===== src/verilog/sched_pkg.sv =====
// shared widths, warp-control op codes and payload type for the warp scheduler RTL
package sched_pkg;

    // core geometry
    localparam int NUM_WARPS    = 4;
    localparam int NUM_THREADS  = 4;
    localparam int NUM_BARRIERS = 4;
    localparam int PC_BITS      = 32;

    // index widths
    localparam int NW_WIDTH = 2;
    localparam int NB_WIDTH = 2;

    // warp-control op codes where zero means no operation
    localparam int OP_WIDTH = 2;
    localparam logic [OP_WIDTH-1:0] OP_NONE    = 2'd0;
    localparam logic [OP_WIDTH-1:0] OP_TMC     = 2'd1;
    localparam logic [OP_WIDTH-1:0] OP_WSPAWN  = 2'd2;
    localparam logic [OP_WIDTH-1:0] OP_BARRIER = 2'd3;

    // barrier request view of the payload
    typedef struct packed {
        logic [NB_WIDTH-1:0] id;
        // number of arriving warps minus one
        logic [NW_WIDTH-1:0] size_m1;
    } barrier_req_t;

    // one payload word, read by op code
    // tmc reads a thread mask, wspawn reads a warp mask (same width here)
    typedef union packed {
        logic [NUM_THREADS-1:0] mask;
        barrier_req_t           bar;
    } warp_ctl_payload_t;

endpackage


===== src/verilog/barrier_unit.sv =====
// local barrier counters and arrival masks, raising a release mask on the last arrival
`timescale 1ns/1ps

module barrier_unit (
    input  logic                              clk,
    input  logic                              reset,
    input  logic                              warp_ctl_valid,
    input  logic [sched_pkg::NW_WIDTH-1:0]    warp_ctl_wid,
    input  logic [sched_pkg::OP_WIDTH-1:0]    warp_ctl_op,
    input  sched_pkg::warp_ctl_payload_t      warp_ctl_payload,
    output logic                              release_valid,
    output logic [sched_pkg::NUM_WARPS-1:0]   release_mask
);
    import sched_pkg::*;

    logic [NUM_BARRIERS-1:0][NW_WIDTH-1:0]  bar_ctrs;
    logic [NUM_BARRIERS-1:0][NUM_WARPS-1:0] bar_masks;
    logic [NB_WIDTH-1:0]                    bar_id;
    logic [NUM_WARPS-1:0]                   arrive_mask;
    logic [NUM_WARPS-1:0]                   mask_p1;
    logic                                   is_barrier;
    logic                                   last_arrival;

    assign is_barrier = warp_ctl_valid && (warp_ctl_op == OP_BARRIER);
    assign bar_id     = warp_ctl_payload.bar.id;

    assign arrive_mask  = NUM_WARPS'(1) << warp_ctl_wid;
    // stored waiters plus the warp arriving now
    assign mask_p1      = bar_masks[bar_id] | arrive_mask;
    assign last_arrival = (bar_ctrs[bar_id] == warp_ctl_payload.bar.size_m1);

    assign release_valid = is_barrier && last_arrival;
    assign release_mask  = mask_p1;

    always_ff @(posedge clk) begin
        if (reset) begin
            bar_ctrs  <= '0;
            bar_masks <= '0;
        end else if (is_barrier) begin
            if (last_arrival) begin
                bar_ctrs[bar_id]  <= '0;
                bar_masks[bar_id] <= '0;
            end else begin
                bar_ctrs[bar_id]  <= bar_ctrs[bar_id] + NW_WIDTH'(1);
                bar_masks[bar_id] <= mask_p1;
            end
        end
    end

endmodule


===== src/verilog/pending_tracker.sv =====
// per-warp in-flight instruction counts from issue and commit, giving a registered busy
`timescale 1ns/1ps

module pending_tracker #(
    parameter int PENDING_DEPTH = 64
) (
    input  logic                              clk,
    input  logic                              reset,
    input  logic                              issue_valid,
    input  logic [sched_pkg::NW_WIDTH-1:0]    issue_wid,
    input  logic                              commit_valid,
    input  logic [sched_pkg::NW_WIDTH-1:0]    commit_wid,
    input  logic [sched_pkg::NUM_WARPS-1:0]   active_warps,
    output logic                              busy
);
    import sched_pkg::*;

    localparam int CNT_BITS = $clog2(PENDING_DEPTH + 1);

    logic [NUM_WARPS-1:0][CNT_BITS-1:0] pending_cnt;
    logic [NUM_WARPS-1:0]               pending_nz;

    always_ff @(posedge clk) begin
        if (reset) begin
            pending_cnt <= '0;
        end else begin
            for (int i = 0; i < NUM_WARPS; i++) begin
                // issue and commit together cancel out
                if (issue_valid && (issue_wid == NW_WIDTH'(i))
                    && !(commit_valid && (commit_wid == NW_WIDTH'(i)))) begin
                    pending_cnt[i] <= pending_cnt[i] + CNT_BITS'(1);
                end else if (commit_valid && (commit_wid == NW_WIDTH'(i))
                    && !(issue_valid && (issue_wid == NW_WIDTH'(i)))) begin
                    pending_cnt[i] <= pending_cnt[i] - CNT_BITS'(1);
                end
            end
        end
    end

    always_comb begin
        for (int i = 0; i < NUM_WARPS; i++) begin
            pending_nz[i] = (pending_cnt[i] != '0);
        end
    end

    always_ff @(posedge clk) begin
        if (reset) begin
            busy <= 1'b0;
        end else begin
            busy <= (|active_warps) || (|pending_nz);
        end
    end

endmodule


===== src/verilog/warp_sched.sv =====
// warp scheduler top level, wiring state table, barriers, selection and pending tracking
`timescale 1ns/1ps

module warp_sched #(
    parameter logic [sched_pkg::PC_BITS-1:0] START_PC = '0,
    parameter int PENDING_DEPTH = 64
) (
    input  logic                              clk,
    input  logic                              reset,
    input  logic                              warp_ctl_valid,
    input  logic [sched_pkg::NW_WIDTH-1:0]    warp_ctl_wid,
    input  logic [sched_pkg::OP_WIDTH-1:0]    warp_ctl_op,
    input  logic [sched_pkg::PC_BITS-1:0]     warp_ctl_pc,
    input  sched_pkg::warp_ctl_payload_t      warp_ctl_payload,
    input  logic                              branch_valid,
    input  logic [sched_pkg::NW_WIDTH-1:0]    branch_wid,
    input  logic                              branch_taken,
    input  logic [sched_pkg::PC_BITS-1:0]     branch_dest,
    input  logic                              decode_unlock,
    input  logic [sched_pkg::NW_WIDTH-1:0]    decode_wid,
    input  logic                              issue_valid,
    input  logic [sched_pkg::NW_WIDTH-1:0]    issue_wid,
    input  logic                              commit_valid,
    input  logic [sched_pkg::NW_WIDTH-1:0]    commit_wid,
    input  logic                              sched_ready,
    output logic                              sched_valid,
    output logic [sched_pkg::NW_WIDTH-1:0]    sched_wid,
    output logic [sched_pkg::NUM_THREADS-1:0] sched_tmask,
    output logic [sched_pkg::PC_BITS-1:0]     sched_pc,
    output logic                              busy
);
    import sched_pkg::*;

    logic                                  release_valid;
    logic [NUM_WARPS-1:0]                  release_mask;
    logic [NUM_WARPS-1:0]                  ready_warps;
    logic [NUM_WARPS-1:0]                  active_warps;
    logic [NUM_WARPS-1:0][NUM_THREADS-1:0] thread_masks;
    logic [NUM_WARPS-1:0][PC_BITS-1:0]     warp_pcs;
    logic                                  sel_fire;
    logic [NW_WIDTH-1:0]                   sel_wid;

    warp_table #(
        .START_PC (START_PC)
    ) i_warp_table (
        .clk              (clk),
        .reset            (reset),
        .warp_ctl_valid   (warp_ctl_valid),
        .warp_ctl_wid     (warp_ctl_wid),
        .warp_ctl_op      (warp_ctl_op),
        .warp_ctl_pc      (warp_ctl_pc),
        .warp_ctl_payload (warp_ctl_payload),
        .branch_valid     (branch_valid),
        .branch_wid       (branch_wid),
        .branch_taken     (branch_taken),
        .branch_dest      (branch_dest),
        .decode_unlock    (decode_unlock),
        .decode_wid       (decode_wid),
        .release_valid    (release_valid),
        .release_mask     (release_mask),
        .sel_fire         (sel_fire),
        .sel_wid          (sel_wid),
        .ready_warps      (ready_warps),
        .active_warps     (active_warps),
        .thread_masks     (thread_masks),
        .warp_pcs         (warp_pcs)
    );

    barrier_unit i_barrier_unit (
        .clk              (clk),
        .reset            (reset),
        .warp_ctl_valid   (warp_ctl_valid),
        .warp_ctl_wid     (warp_ctl_wid),
        .warp_ctl_op      (warp_ctl_op),
        .warp_ctl_payload (warp_ctl_payload),
        .release_valid    (release_valid),
        .release_mask     (release_mask)
    );

    warp_select i_warp_select (
        .clk          (clk),
        .reset        (reset),
        .ready_warps  (ready_warps),
        .thread_masks (thread_masks),
        .warp_pcs     (warp_pcs),
        .sched_ready  (sched_ready),
        .sel_fire     (sel_fire),
        .sel_wid      (sel_wid),
        .sched_valid  (sched_valid),
        .sched_wid    (sched_wid),
        .sched_tmask  (sched_tmask),
        .sched_pc     (sched_pc)
    );

    pending_tracker #(
        .PENDING_DEPTH (PENDING_DEPTH)
    ) i_pending_tracker (
        .clk          (clk),
        .reset        (reset),
        .issue_valid  (issue_valid),
        .issue_wid    (issue_wid),
        .commit_valid (commit_valid),
        .commit_wid   (commit_wid),
        .active_warps (active_warps),
        .busy         (busy)
    );

endmodule


===== src/verilog/warp_select.sv =====
// lowest-index ready warp pick feeding a one-entry valid/ready output register
`timescale 1ns/1ps

module warp_select (
    input  logic                                                        clk,
    input  logic                                                        reset,
    input  logic [sched_pkg::NUM_WARPS-1:0]                             ready_warps,
    input  logic [sched_pkg::NUM_WARPS-1:0][sched_pkg::NUM_THREADS-1:0] thread_masks,
    input  logic [sched_pkg::NUM_WARPS-1:0][sched_pkg::PC_BITS-1:0]     warp_pcs,
    input  logic                                                        sched_ready,
    output logic                                                        sel_fire,
    output logic [sched_pkg::NW_WIDTH-1:0]                              sel_wid,
    output logic                                                        sched_valid,
    output logic [sched_pkg::NW_WIDTH-1:0]                              sched_wid,
    output logic [sched_pkg::NUM_THREADS-1:0]                           sched_tmask,
    output logic [sched_pkg::PC_BITS-1:0]                               sched_pc
);
    import sched_pkg::*;

    logic [NW_WIDTH-1:0]    pick_wid;
    logic                   out_valid;
    logic [NW_WIDTH-1:0]    out_wid;
    logic [NUM_THREADS-1:0] out_tmask;
    logic [PC_BITS-1:0]     out_pc;

    // scan downward so the lowest set bit wins
    always_comb begin
        pick_wid = '0;
        for (int i = NUM_WARPS - 1; i >= 0; i--) begin
            if (ready_warps[i]) begin
                pick_wid = NW_WIDTH'(i);
            end
        end
    end

    // load when empty or draining this cycle
    assign sel_fire = (|ready_warps) && (!out_valid || sched_ready);
    assign sel_wid  = pick_wid;

    always_ff @(posedge clk) begin
        if (reset) begin
            out_valid <= 1'b0;
        end else if (sel_fire) begin
            out_valid <= 1'b1;
        end else if (sched_ready) begin
            out_valid <= 1'b0;
        end
    end

    always_ff @(posedge clk) begin
        if (sel_fire) begin
            out_wid   <= pick_wid;
            out_tmask <= thread_masks[pick_wid];
            out_pc    <= warp_pcs[pick_wid];
        end
    end

    assign sched_valid = out_valid;
    assign sched_wid   = out_wid;
    assign sched_tmask = out_tmask;
    assign sched_pc    = out_pc;

endmodule


===== src/verilog/warp_table.sv =====
// per-warp active, stall, thread mask and PC state, updated by control strobes and issue
`timescale 1ns/1ps

module warp_table #(
    parameter logic [sched_pkg::PC_BITS-1:0] START_PC = '0
) (
    input  logic                                                clk,
    input  logic                                                reset,
    // warp control
    input  logic                                                warp_ctl_valid,
    input  logic [sched_pkg::NW_WIDTH-1:0]                      warp_ctl_wid,
    input  logic [sched_pkg::OP_WIDTH-1:0]                      warp_ctl_op,
    input  logic [sched_pkg::PC_BITS-1:0]                       warp_ctl_pc,
    input  sched_pkg::warp_ctl_payload_t                        warp_ctl_payload,
    // branch resolution
    input  logic                                                branch_valid,
    input  logic [sched_pkg::NW_WIDTH-1:0]                      branch_wid,
    input  logic                                                branch_taken,
    input  logic [sched_pkg::PC_BITS-1:0]                       branch_dest,
    // decode unlock
    input  logic                                                decode_unlock,
    input  logic [sched_pkg::NW_WIDTH-1:0]                      decode_wid,
    // barrier release
    input  logic                                                release_valid,
    input  logic [sched_pkg::NUM_WARPS-1:0]                     release_mask,
    // selection
    input  logic                                                sel_fire,
    input  logic [sched_pkg::NW_WIDTH-1:0]                      sel_wid,
    output logic [sched_pkg::NUM_WARPS-1:0]                     ready_warps,
    output logic [sched_pkg::NUM_WARPS-1:0]                     active_warps,
    output logic [sched_pkg::NUM_WARPS-1:0][sched_pkg::NUM_THREADS-1:0] thread_masks,
    output logic [sched_pkg::NUM_WARPS-1:0][sched_pkg::PC_BITS-1:0]     warp_pcs
);
    import sched_pkg::*;

    logic [NUM_WARPS-1:0]                  active_r;
    logic [NUM_WARPS-1:0]                  active_n;
    logic [NUM_WARPS-1:0]                  stalled_r;
    logic [NUM_WARPS-1:0]                  stalled_n;
    logic [NUM_WARPS-1:0][NUM_THREADS-1:0] tmask_r;
    logic [NUM_WARPS-1:0][NUM_THREADS-1:0] tmask_n;
    logic [NUM_WARPS-1:0][PC_BITS-1:0]     pc_r;
    logic [NUM_WARPS-1:0][PC_BITS-1:0]     pc_n;
    logic                                  is_tmc;
    logic                                  is_wspawn;

    assign is_tmc    = warp_ctl_valid && (warp_ctl_op == OP_TMC);
    assign is_wspawn = warp_ctl_valid && (warp_ctl_op == OP_WSPAWN);

    always_comb begin
        active_n  = active_r;
        stalled_n = stalled_r;
        tmask_n   = tmask_r;
        pc_n      = pc_r;

        if (decode_unlock) begin
            stalled_n[decode_wid] = 1'b0;
        end

        // last barrier arrival frees every waiting warp
        if (release_valid) begin
            stalled_n = stalled_n & ~release_mask;
        end

        // spawn only from a single running warp
        if (is_wspawn) begin
            if ($onehot(active_r)) begin
                active_n = active_n | warp_ctl_payload.mask;
                for (int i = 0; i < NUM_WARPS; i++) begin
                    if (warp_ctl_payload.mask[i]) begin
                        tmask_n[i] = NUM_THREADS'(1);
                        pc_n[i]    = warp_ctl_pc;
                    end
                end
            end
            stalled_n[warp_ctl_wid] = 1'b0;
        end

        // empty mask retires the warp
        if (is_tmc) begin
            active_n[warp_ctl_wid]  = (warp_ctl_payload.mask != '0);
            tmask_n[warp_ctl_wid]   = warp_ctl_payload.mask;
            stalled_n[warp_ctl_wid] = 1'b0;
        end

        if (branch_valid) begin
            if (branch_taken) begin
                pc_n[branch_wid] = branch_dest;
            end
            stalled_n[branch_wid] = 1'b0;
        end

        // hold the warp until its instruction is decoded
        if (sel_fire) begin
            stalled_n[sel_wid] = 1'b1;
            pc_n[sel_wid]      = pc_r[sel_wid] + PC_BITS'(4);
        end
    end

    always_ff @(posedge clk) begin
        if (reset) begin
            active_r   <= NUM_WARPS'(1);
            stalled_r  <= '0;
            tmask_r    <= '0;
            tmask_r[0] <= NUM_THREADS'(1);
            pc_r       <= '0;
            pc_r[0]    <= START_PC;
        end else begin
            active_r  <= active_n;
            stalled_r <= stalled_n;
            tmask_r   <= tmask_n;
            pc_r      <= pc_n;
        end
    end

    assign ready_warps  = active_r & ~stalled_r;
    assign active_warps = active_r;
    assign thread_masks = tmask_r;
    assign warp_pcs     = pc_r;

endmodule

===== config.mk =====
export PLATFORM = sky130hd
export DESIGN_NAME = warp_sched
export DESIGN_NICKNAME = d
export VERILOG_FILES = /design/src/verilog/sched_pkg.sv /design/src/verilog/barrier_unit.sv /design/src/verilog/pending_tracker.sv /design/src/verilog/warp_sched.sv /design/src/verilog/warp_select.sv /design/src/verilog/warp_table.sv
export SDC_FILE = /design/constraint.sdc
export NUM_CORES = 1
export LEC_CHECK = 0
export ABC_AREA = 1
export BUFFER_PORTS_ARGS = -buffer_cell sky130_fd_sc_hd__buf_2
export CAP_MARGIN = 40
export CELL_PAD_IN_SITES_DETAIL_PLACEMENT = 1
export CELL_PAD_IN_SITES_GLOBAL_PLACEMENT = 1
export CORE_ASPECT_RATIO = 1.5
export CORE_MARGIN = 5
export CORE_UTILIZATION = 47
export CTS_BUF_LIST = sky130_fd_sc_hd__clkbuf_8
export CTS_CLUSTER_DIAMETER = 80
export DETAILED_ROUTE_END_ITERATION = 6
export GPL_TIMING_DRIVEN = 0
export PLACE_DENSITY = 0.95
export RECOVER_POWER = 50
export SKIP_LAST_GASP = 1
export SYNTH_ARGS = -nofsm -noshare
export SYNTH_HDL_FRONTEND = slang
export SYNTH_HIERARCHICAL = 1
export SYNTH_SLANG_ARGS = --single-unit

===== constraint.sdc =====
create_clock -name clk -period 10.2 [get_ports clk]
set_clock_uncertainty 0.1 [all_clocks]
set_input_delay 2.04 -clock clk [delete_from_list [all_inputs] [get_ports clk]]
set_output_delay 2.04 -clock clk [all_outputs]
set_load 0.02 [all_outputs]

==> flow_summary.rst <==
.. list-table::
   :header-rows: 1

   * - Metric
     - Value
   * - Setup repair after global routing missed its margin
     - false
   * - Clock transition at the registers of the reported paths
     - 60 ps
   * - Initial antenna violation count
     - 5
   * - Largest area contributor in the synthesized netlist
     - sky130_fd_sc_hd__dfxtp_1
   * - Synthesized area divided by synthesized cell count
     - roughly 5.9 um2
   * - Growth of design area from synthesis to finish
     - 11.60%
   * - Slowest stage delay, CP
     - roughly 800 ps
   * - Die Footprint
     - 41770 um2
   * - Summed instance area of the synthesized netlist
     - 17720 um2
   * - Yosys warning total
     - 6
   * - Crit path buf inv count
     - 8
   * - Final non-filler cell total
     - roughly 3700
   * - Tot GR Track Use
     - 42.39%
   * - Layout filler cell count
     - 5515
   * - Launching element type of the critical path
     - register
   * - Most common flop cell mapped by yosys
     - sky130_fd_sc_hd__dfxtp_1
   * - Hold-fix buffer count after cts
     - 0
   * - Most used standard cells in the synthesized netlist
     - sky130_fd_sc_hd__nand2_1, sky130_fd_sc_hd__inv_1, sky130_fd_sc_hd__nand3_1
   * - Boundary Pins
     - approximately 130
   * - Clock period minus worst slack
     - 6481 ps
   * - Cell with the most instances after synthesis
     - sky130_fd_sc_hd__nand2_1
   * - Area fraction of the dominant cell type after synthesis
     - 23.27%
   * - Detail Placement HPWL
     - 67.79 mm
   * - Number of distinct library cell variants in the gate-level netlist after synthesis
     - 43
   * - Number of global-route vias before repair
     - approximately 23000
   * - Cell count of the worst hold path
     - 2
   * - Largest cells by area after synthesis
     - sky130_fd_sc_hd__dfxtp_1, sky130_fd_sc_hd__nand2_1, sky130_fd_sc_hd__nand3_1
   * - Layout Nets
     - 3329
   * - Post-synthesis instance total
     - 3024
   * - Post-route antenna net violation count
     - 0
   * - Delay-heaviest family, CP
     - simple AND/OR/NAND/NOR gates
   * - Layout cell share with drive strength beyond 1
     - slightly above 7%
   * - Clock tree from TritonCTS
     - done
   * - Pre-CTS setup slack
     - about 5000 ps
   * - Number of nets in the synthesized netlist
     - 3148
   * - CP max stage cell
     - sky130_fd_sc_hd__clkbuf_1
   * - Endpoint class of the critical path
     - register
   * - Period utilisation layout
     - 63.53%
   * - Max Freq
     - 0.1543 GHz
   * - End point of the most critical hold path
     - i_warp_table/thread_masks[7]$_SDFF_PP0_
   * - Average detailed-routed wire length per instance
     - 24.40 um
   * - Crit-path most repeated cell
     - sky130_fd_sc_hd__inv_1
   * - Transition time at the pin with the least slew margin
     - around 1600 ps
   * - Port Buffers
     - 128
   * - Number of cells in the design after placement
     - 3647
   * - Maximum root-to-sink buffer count
     - 3
   * - Worst voltage drop across the vdd grid
     - 95.76 uV
   * - Detailed router's first-iteration violation count
     - 1815
   * - Count of endpoints failing hold in the final timing report
     - 0
   * - Number of flops mapped to enable cells by yosys
     - 38
   * - Total global routing overflow
     - 0
   * - Slack of the worst reg-to-reg path
     - 3720 ps
   * - Cell Rows
     - 87
   * - Pleak
     - ~9.7 nW
   * - Number of clock buffers inserted by TritonCTS
     - 44
   * - Vias per inst
     - 5.980
   * - Worst max-slew margin expressed relative to the limit
     - -9.488%
   * - Required time at the endpoint of the critical path
     - ~11000 ps
   * - Combined flip-flop and latch cell area
     - 5265 um2
   * - Final setup TNS
     - 0 ps
   * - Global-route wire length before repair
     - 135.0 mm
   * - Cells on worst reg2reg path
     - 22
   * - Hold path startpoint
     - i_warp_table/thread_masks[7]$_SDFF_PP0_
   * - Largest fanout on the critical path
     - 10
   * - Path type of the worst min-delay path
     - reg2reg
   * - Die extent in y
     - roughly 250 um
   * - Layout Cell Area excl Fill
     - 19780 um2
   * - Core ar.
     - between 30000 and 40000 um2
   * - Root buf cell
     - sky130_fd_sc_hd__clkbuf_8
   * - Async set-reset flop share out of synthesis
     - 0%
   * - Worst flop-to-flop path endpoint
     - i_warp_table/warp_pcs[48]$_SDFF_PP0_
   * - Reg-to-reg critical path startpoint
     - i_warp_table/active_warps[2]$_SDFF_PP0_
   * - WP data arrival
     - 6880 ps
   * - Residual DRC
     - 0
   * - FF+latch count, synth
     - 244
   * - Number of setup buffers added after CTS
     - 0
   * - Worst hold slack
     - 363.3 ps
   * - Area taken by multi-input logic gates
     - between 9000 and 10000 um2
   * - Initial DRT Pass Iterations
     - 7
   * - CTS-repair resized insts
     - 0
   * - # H-tree levels
     - 2
   * - Placer congestion estimate
     - 1.054
   * - Outcome
     - finished with violations
   * - Standard cell area after detailed placement
     - 19080 um2
   * - Post-synthesis sequential area ratio
     - 29.71%
   * - Count of endpoints failing setup in the final report
     - 0
   * - Total Wirelength
     - 91.05 mm
   * - Worst-path cell chain
     - inv_1 > nor2_1 > inv_1 > nand2_1 > nand2_1 > nand2_1 > clkbuf_1 > inv_1 > buf_6 > nor2_1 > nand2_1 > o21ai_0 > nor2_1 > inv_1 > ha_1 > nand3_2 > nor2_2 > inv_1 > o21ai_1 > nand3_1 > nand2_1 > inv_1
   * - Number of max-slew violations in the final report
     - 34
   * - Via count of the routed design
     - 22320
   * - Sinks on Clock Net
     - 244
   * - Violated checks
     - max-capacitance violations, max-slew violations
   * - Worst setup slack after layout
     - between 3000 and 4000 ps
   * - Die width
     - 168.5 um
   * - Insertion delay to the later sink of the worst-skew pair
     - 620 ps
   * - Maximum Capacitance Violations
     - 2
   * - Utilization of the core after routing
     - 52.81%
   * - Starting utilization of the core area
     - 47.32%
   * - Worst setup path class
     - reg2reg
   * - Largest net degree at the start of global routing
     - 20
   * - Total Power
     - between 3 and 4 mW
   * - Power per Cell Area
     - about 160 nW/um2
## cells in the final DEF (no fill, tap or decap), drive strengths merged, types with 38 or more instances in the layout
cell,Yosys,routed
buf,77,156
dfxtp,206,206
inv,449,470
o21ai,208,208
edfxtp,38,38
clkbuf,80,189
nand2,1016,1016
nor2,194,194
a21oi,204,204
nand3,414,414
## report_power, final
part           internal [mW]  leakage (nW)  switching [mW]  total, mW
Sequential              1.11          2.08          0.0767       1.19
Clock                  0.469         0.509           0.463      0.932
Combinational          0.291          7.06           0.749       1.04
## cell families after synthesis
logic type / synth area share (%)
AO/OA/AOI/OAI: 13.96
buffers and inverters: 14.07
XOR/XNOR: 0.7908
AND/OR/NAND/NOR: 38.73
multiplexers: 0.05649
flip-flops: 29.71
adder cells (fa/ha/maj): 2.683
## per-layer routing
metal,routed length (um),GRT usage [%],vias to the layer above
met3,6779,7.632,513
li1,-,-,9956
met2,43460,73.44,1181
met5,12,0,-
met4,9474,37.11,2
met1,31320,43.75,10660
## final cells by class
type	instances	share of cell area, %
Antenna cell	5	0.06327
Inverter	453	8.611
Tap cell	489	3.094
Multi-Input combinational cell	2170	50.23
Clock buffer	53	3.688
Buffer	157	3.834
Timing Repair Buffer	135	3.309
Sequential cell	244	26.62
Clock inverter	26	0.5441
## worst max path at each step
stage | startpoint | end | slack, ps | cells past startpoint
5_1_grt | i_warp_table/active_warps[2]$_SDFF_PP0_ | i_warp_table/warp_pcs[48]$_SDFF_PP0_ | 3600 | 22
6_report | i_warp_table/active_warps[2]$_SDFF_PP0_ | i_warp_table/warp_pcs[48]$_SDFF_PP0_ | 3720 | 22
2_1_floorplan | sched_ready | i_warp_table/warp_pcs[60]$_SDFF_PP0_ | 4600 | 9
4_1_cts | i_warp_table/active_warps[2]$_SDFF_PP0_ | i_warp_table/warp_pcs[48]$_SDFF_PP0_ | 5260 | 22
3_3_place_gp | sched_ready | i_warp_table/warp_pcs[3]$_SDFF_PP0_ | 1220 | 9
3_5_place_dp | sched_ready | i_warp_table/warp_pcs[3]$_SDFF_PP0_ | 5110 | 10
## flip-flops by register name (all words and copies together), names as in the netlist, 2 cells and up
| register | count |
|---|---|
| i_pending_tracker/pending_cnt | 28 |
| i_warp_select/sched_wid | 2 |
| i_barrier_unit/bar_ctrs | 8 |
| i_warp_table/warp_pcs | 128 |
| i_warp_table/thread_masks | 16 |
| i_warp_select/sched_pc | 32 |
| i_warp_select/sched_tmask | 4 |
| i_warp_table/stalled_r | 4 |
| i_warp_table/active_warps | 4 |
| i_barrier_unit/bar_masks | 16 |
## worst register-to-register path, stage by stage, from the launching register on
cell                       delay (ps)
sky130_fd_sc_hd__dfxtp_1          380
sky130_fd_sc_hd__inv_1             90
sky130_fd_sc_hd__nor2_1           220
sky130_fd_sc_hd__inv_1             80
sky130_fd_sc_hd__nand2_1           60
sky130_fd_sc_hd__nand2_1          360
sky130_fd_sc_hd__nand2_1          690
sky130_fd_sc_hd__clkbuf_1         820
sky130_fd_sc_hd__inv_1            240
sky130_fd_sc_hd__buf_6            240
sky130_fd_sc_hd__nor2_1           370
sky130_fd_sc_hd__nand2_1           80
sky130_fd_sc_hd__o21ai_0          120
sky130_fd_sc_hd__nor2_1           210
sky130_fd_sc_hd__inv_1            360
sky130_fd_sc_hd__ha_1             560
sky130_fd_sc_hd__nand3_2          230
sky130_fd_sc_hd__nor2_2           340
sky130_fd_sc_hd__inv_1            220
sky130_fd_sc_hd__o21ai_1          300
sky130_fd_sc_hd__nand3_1          150
sky130_fd_sc_hd__nand2_1          100
sky130_fd_sc_hd__inv_1             40
Power figures use the tool's default switching activity.
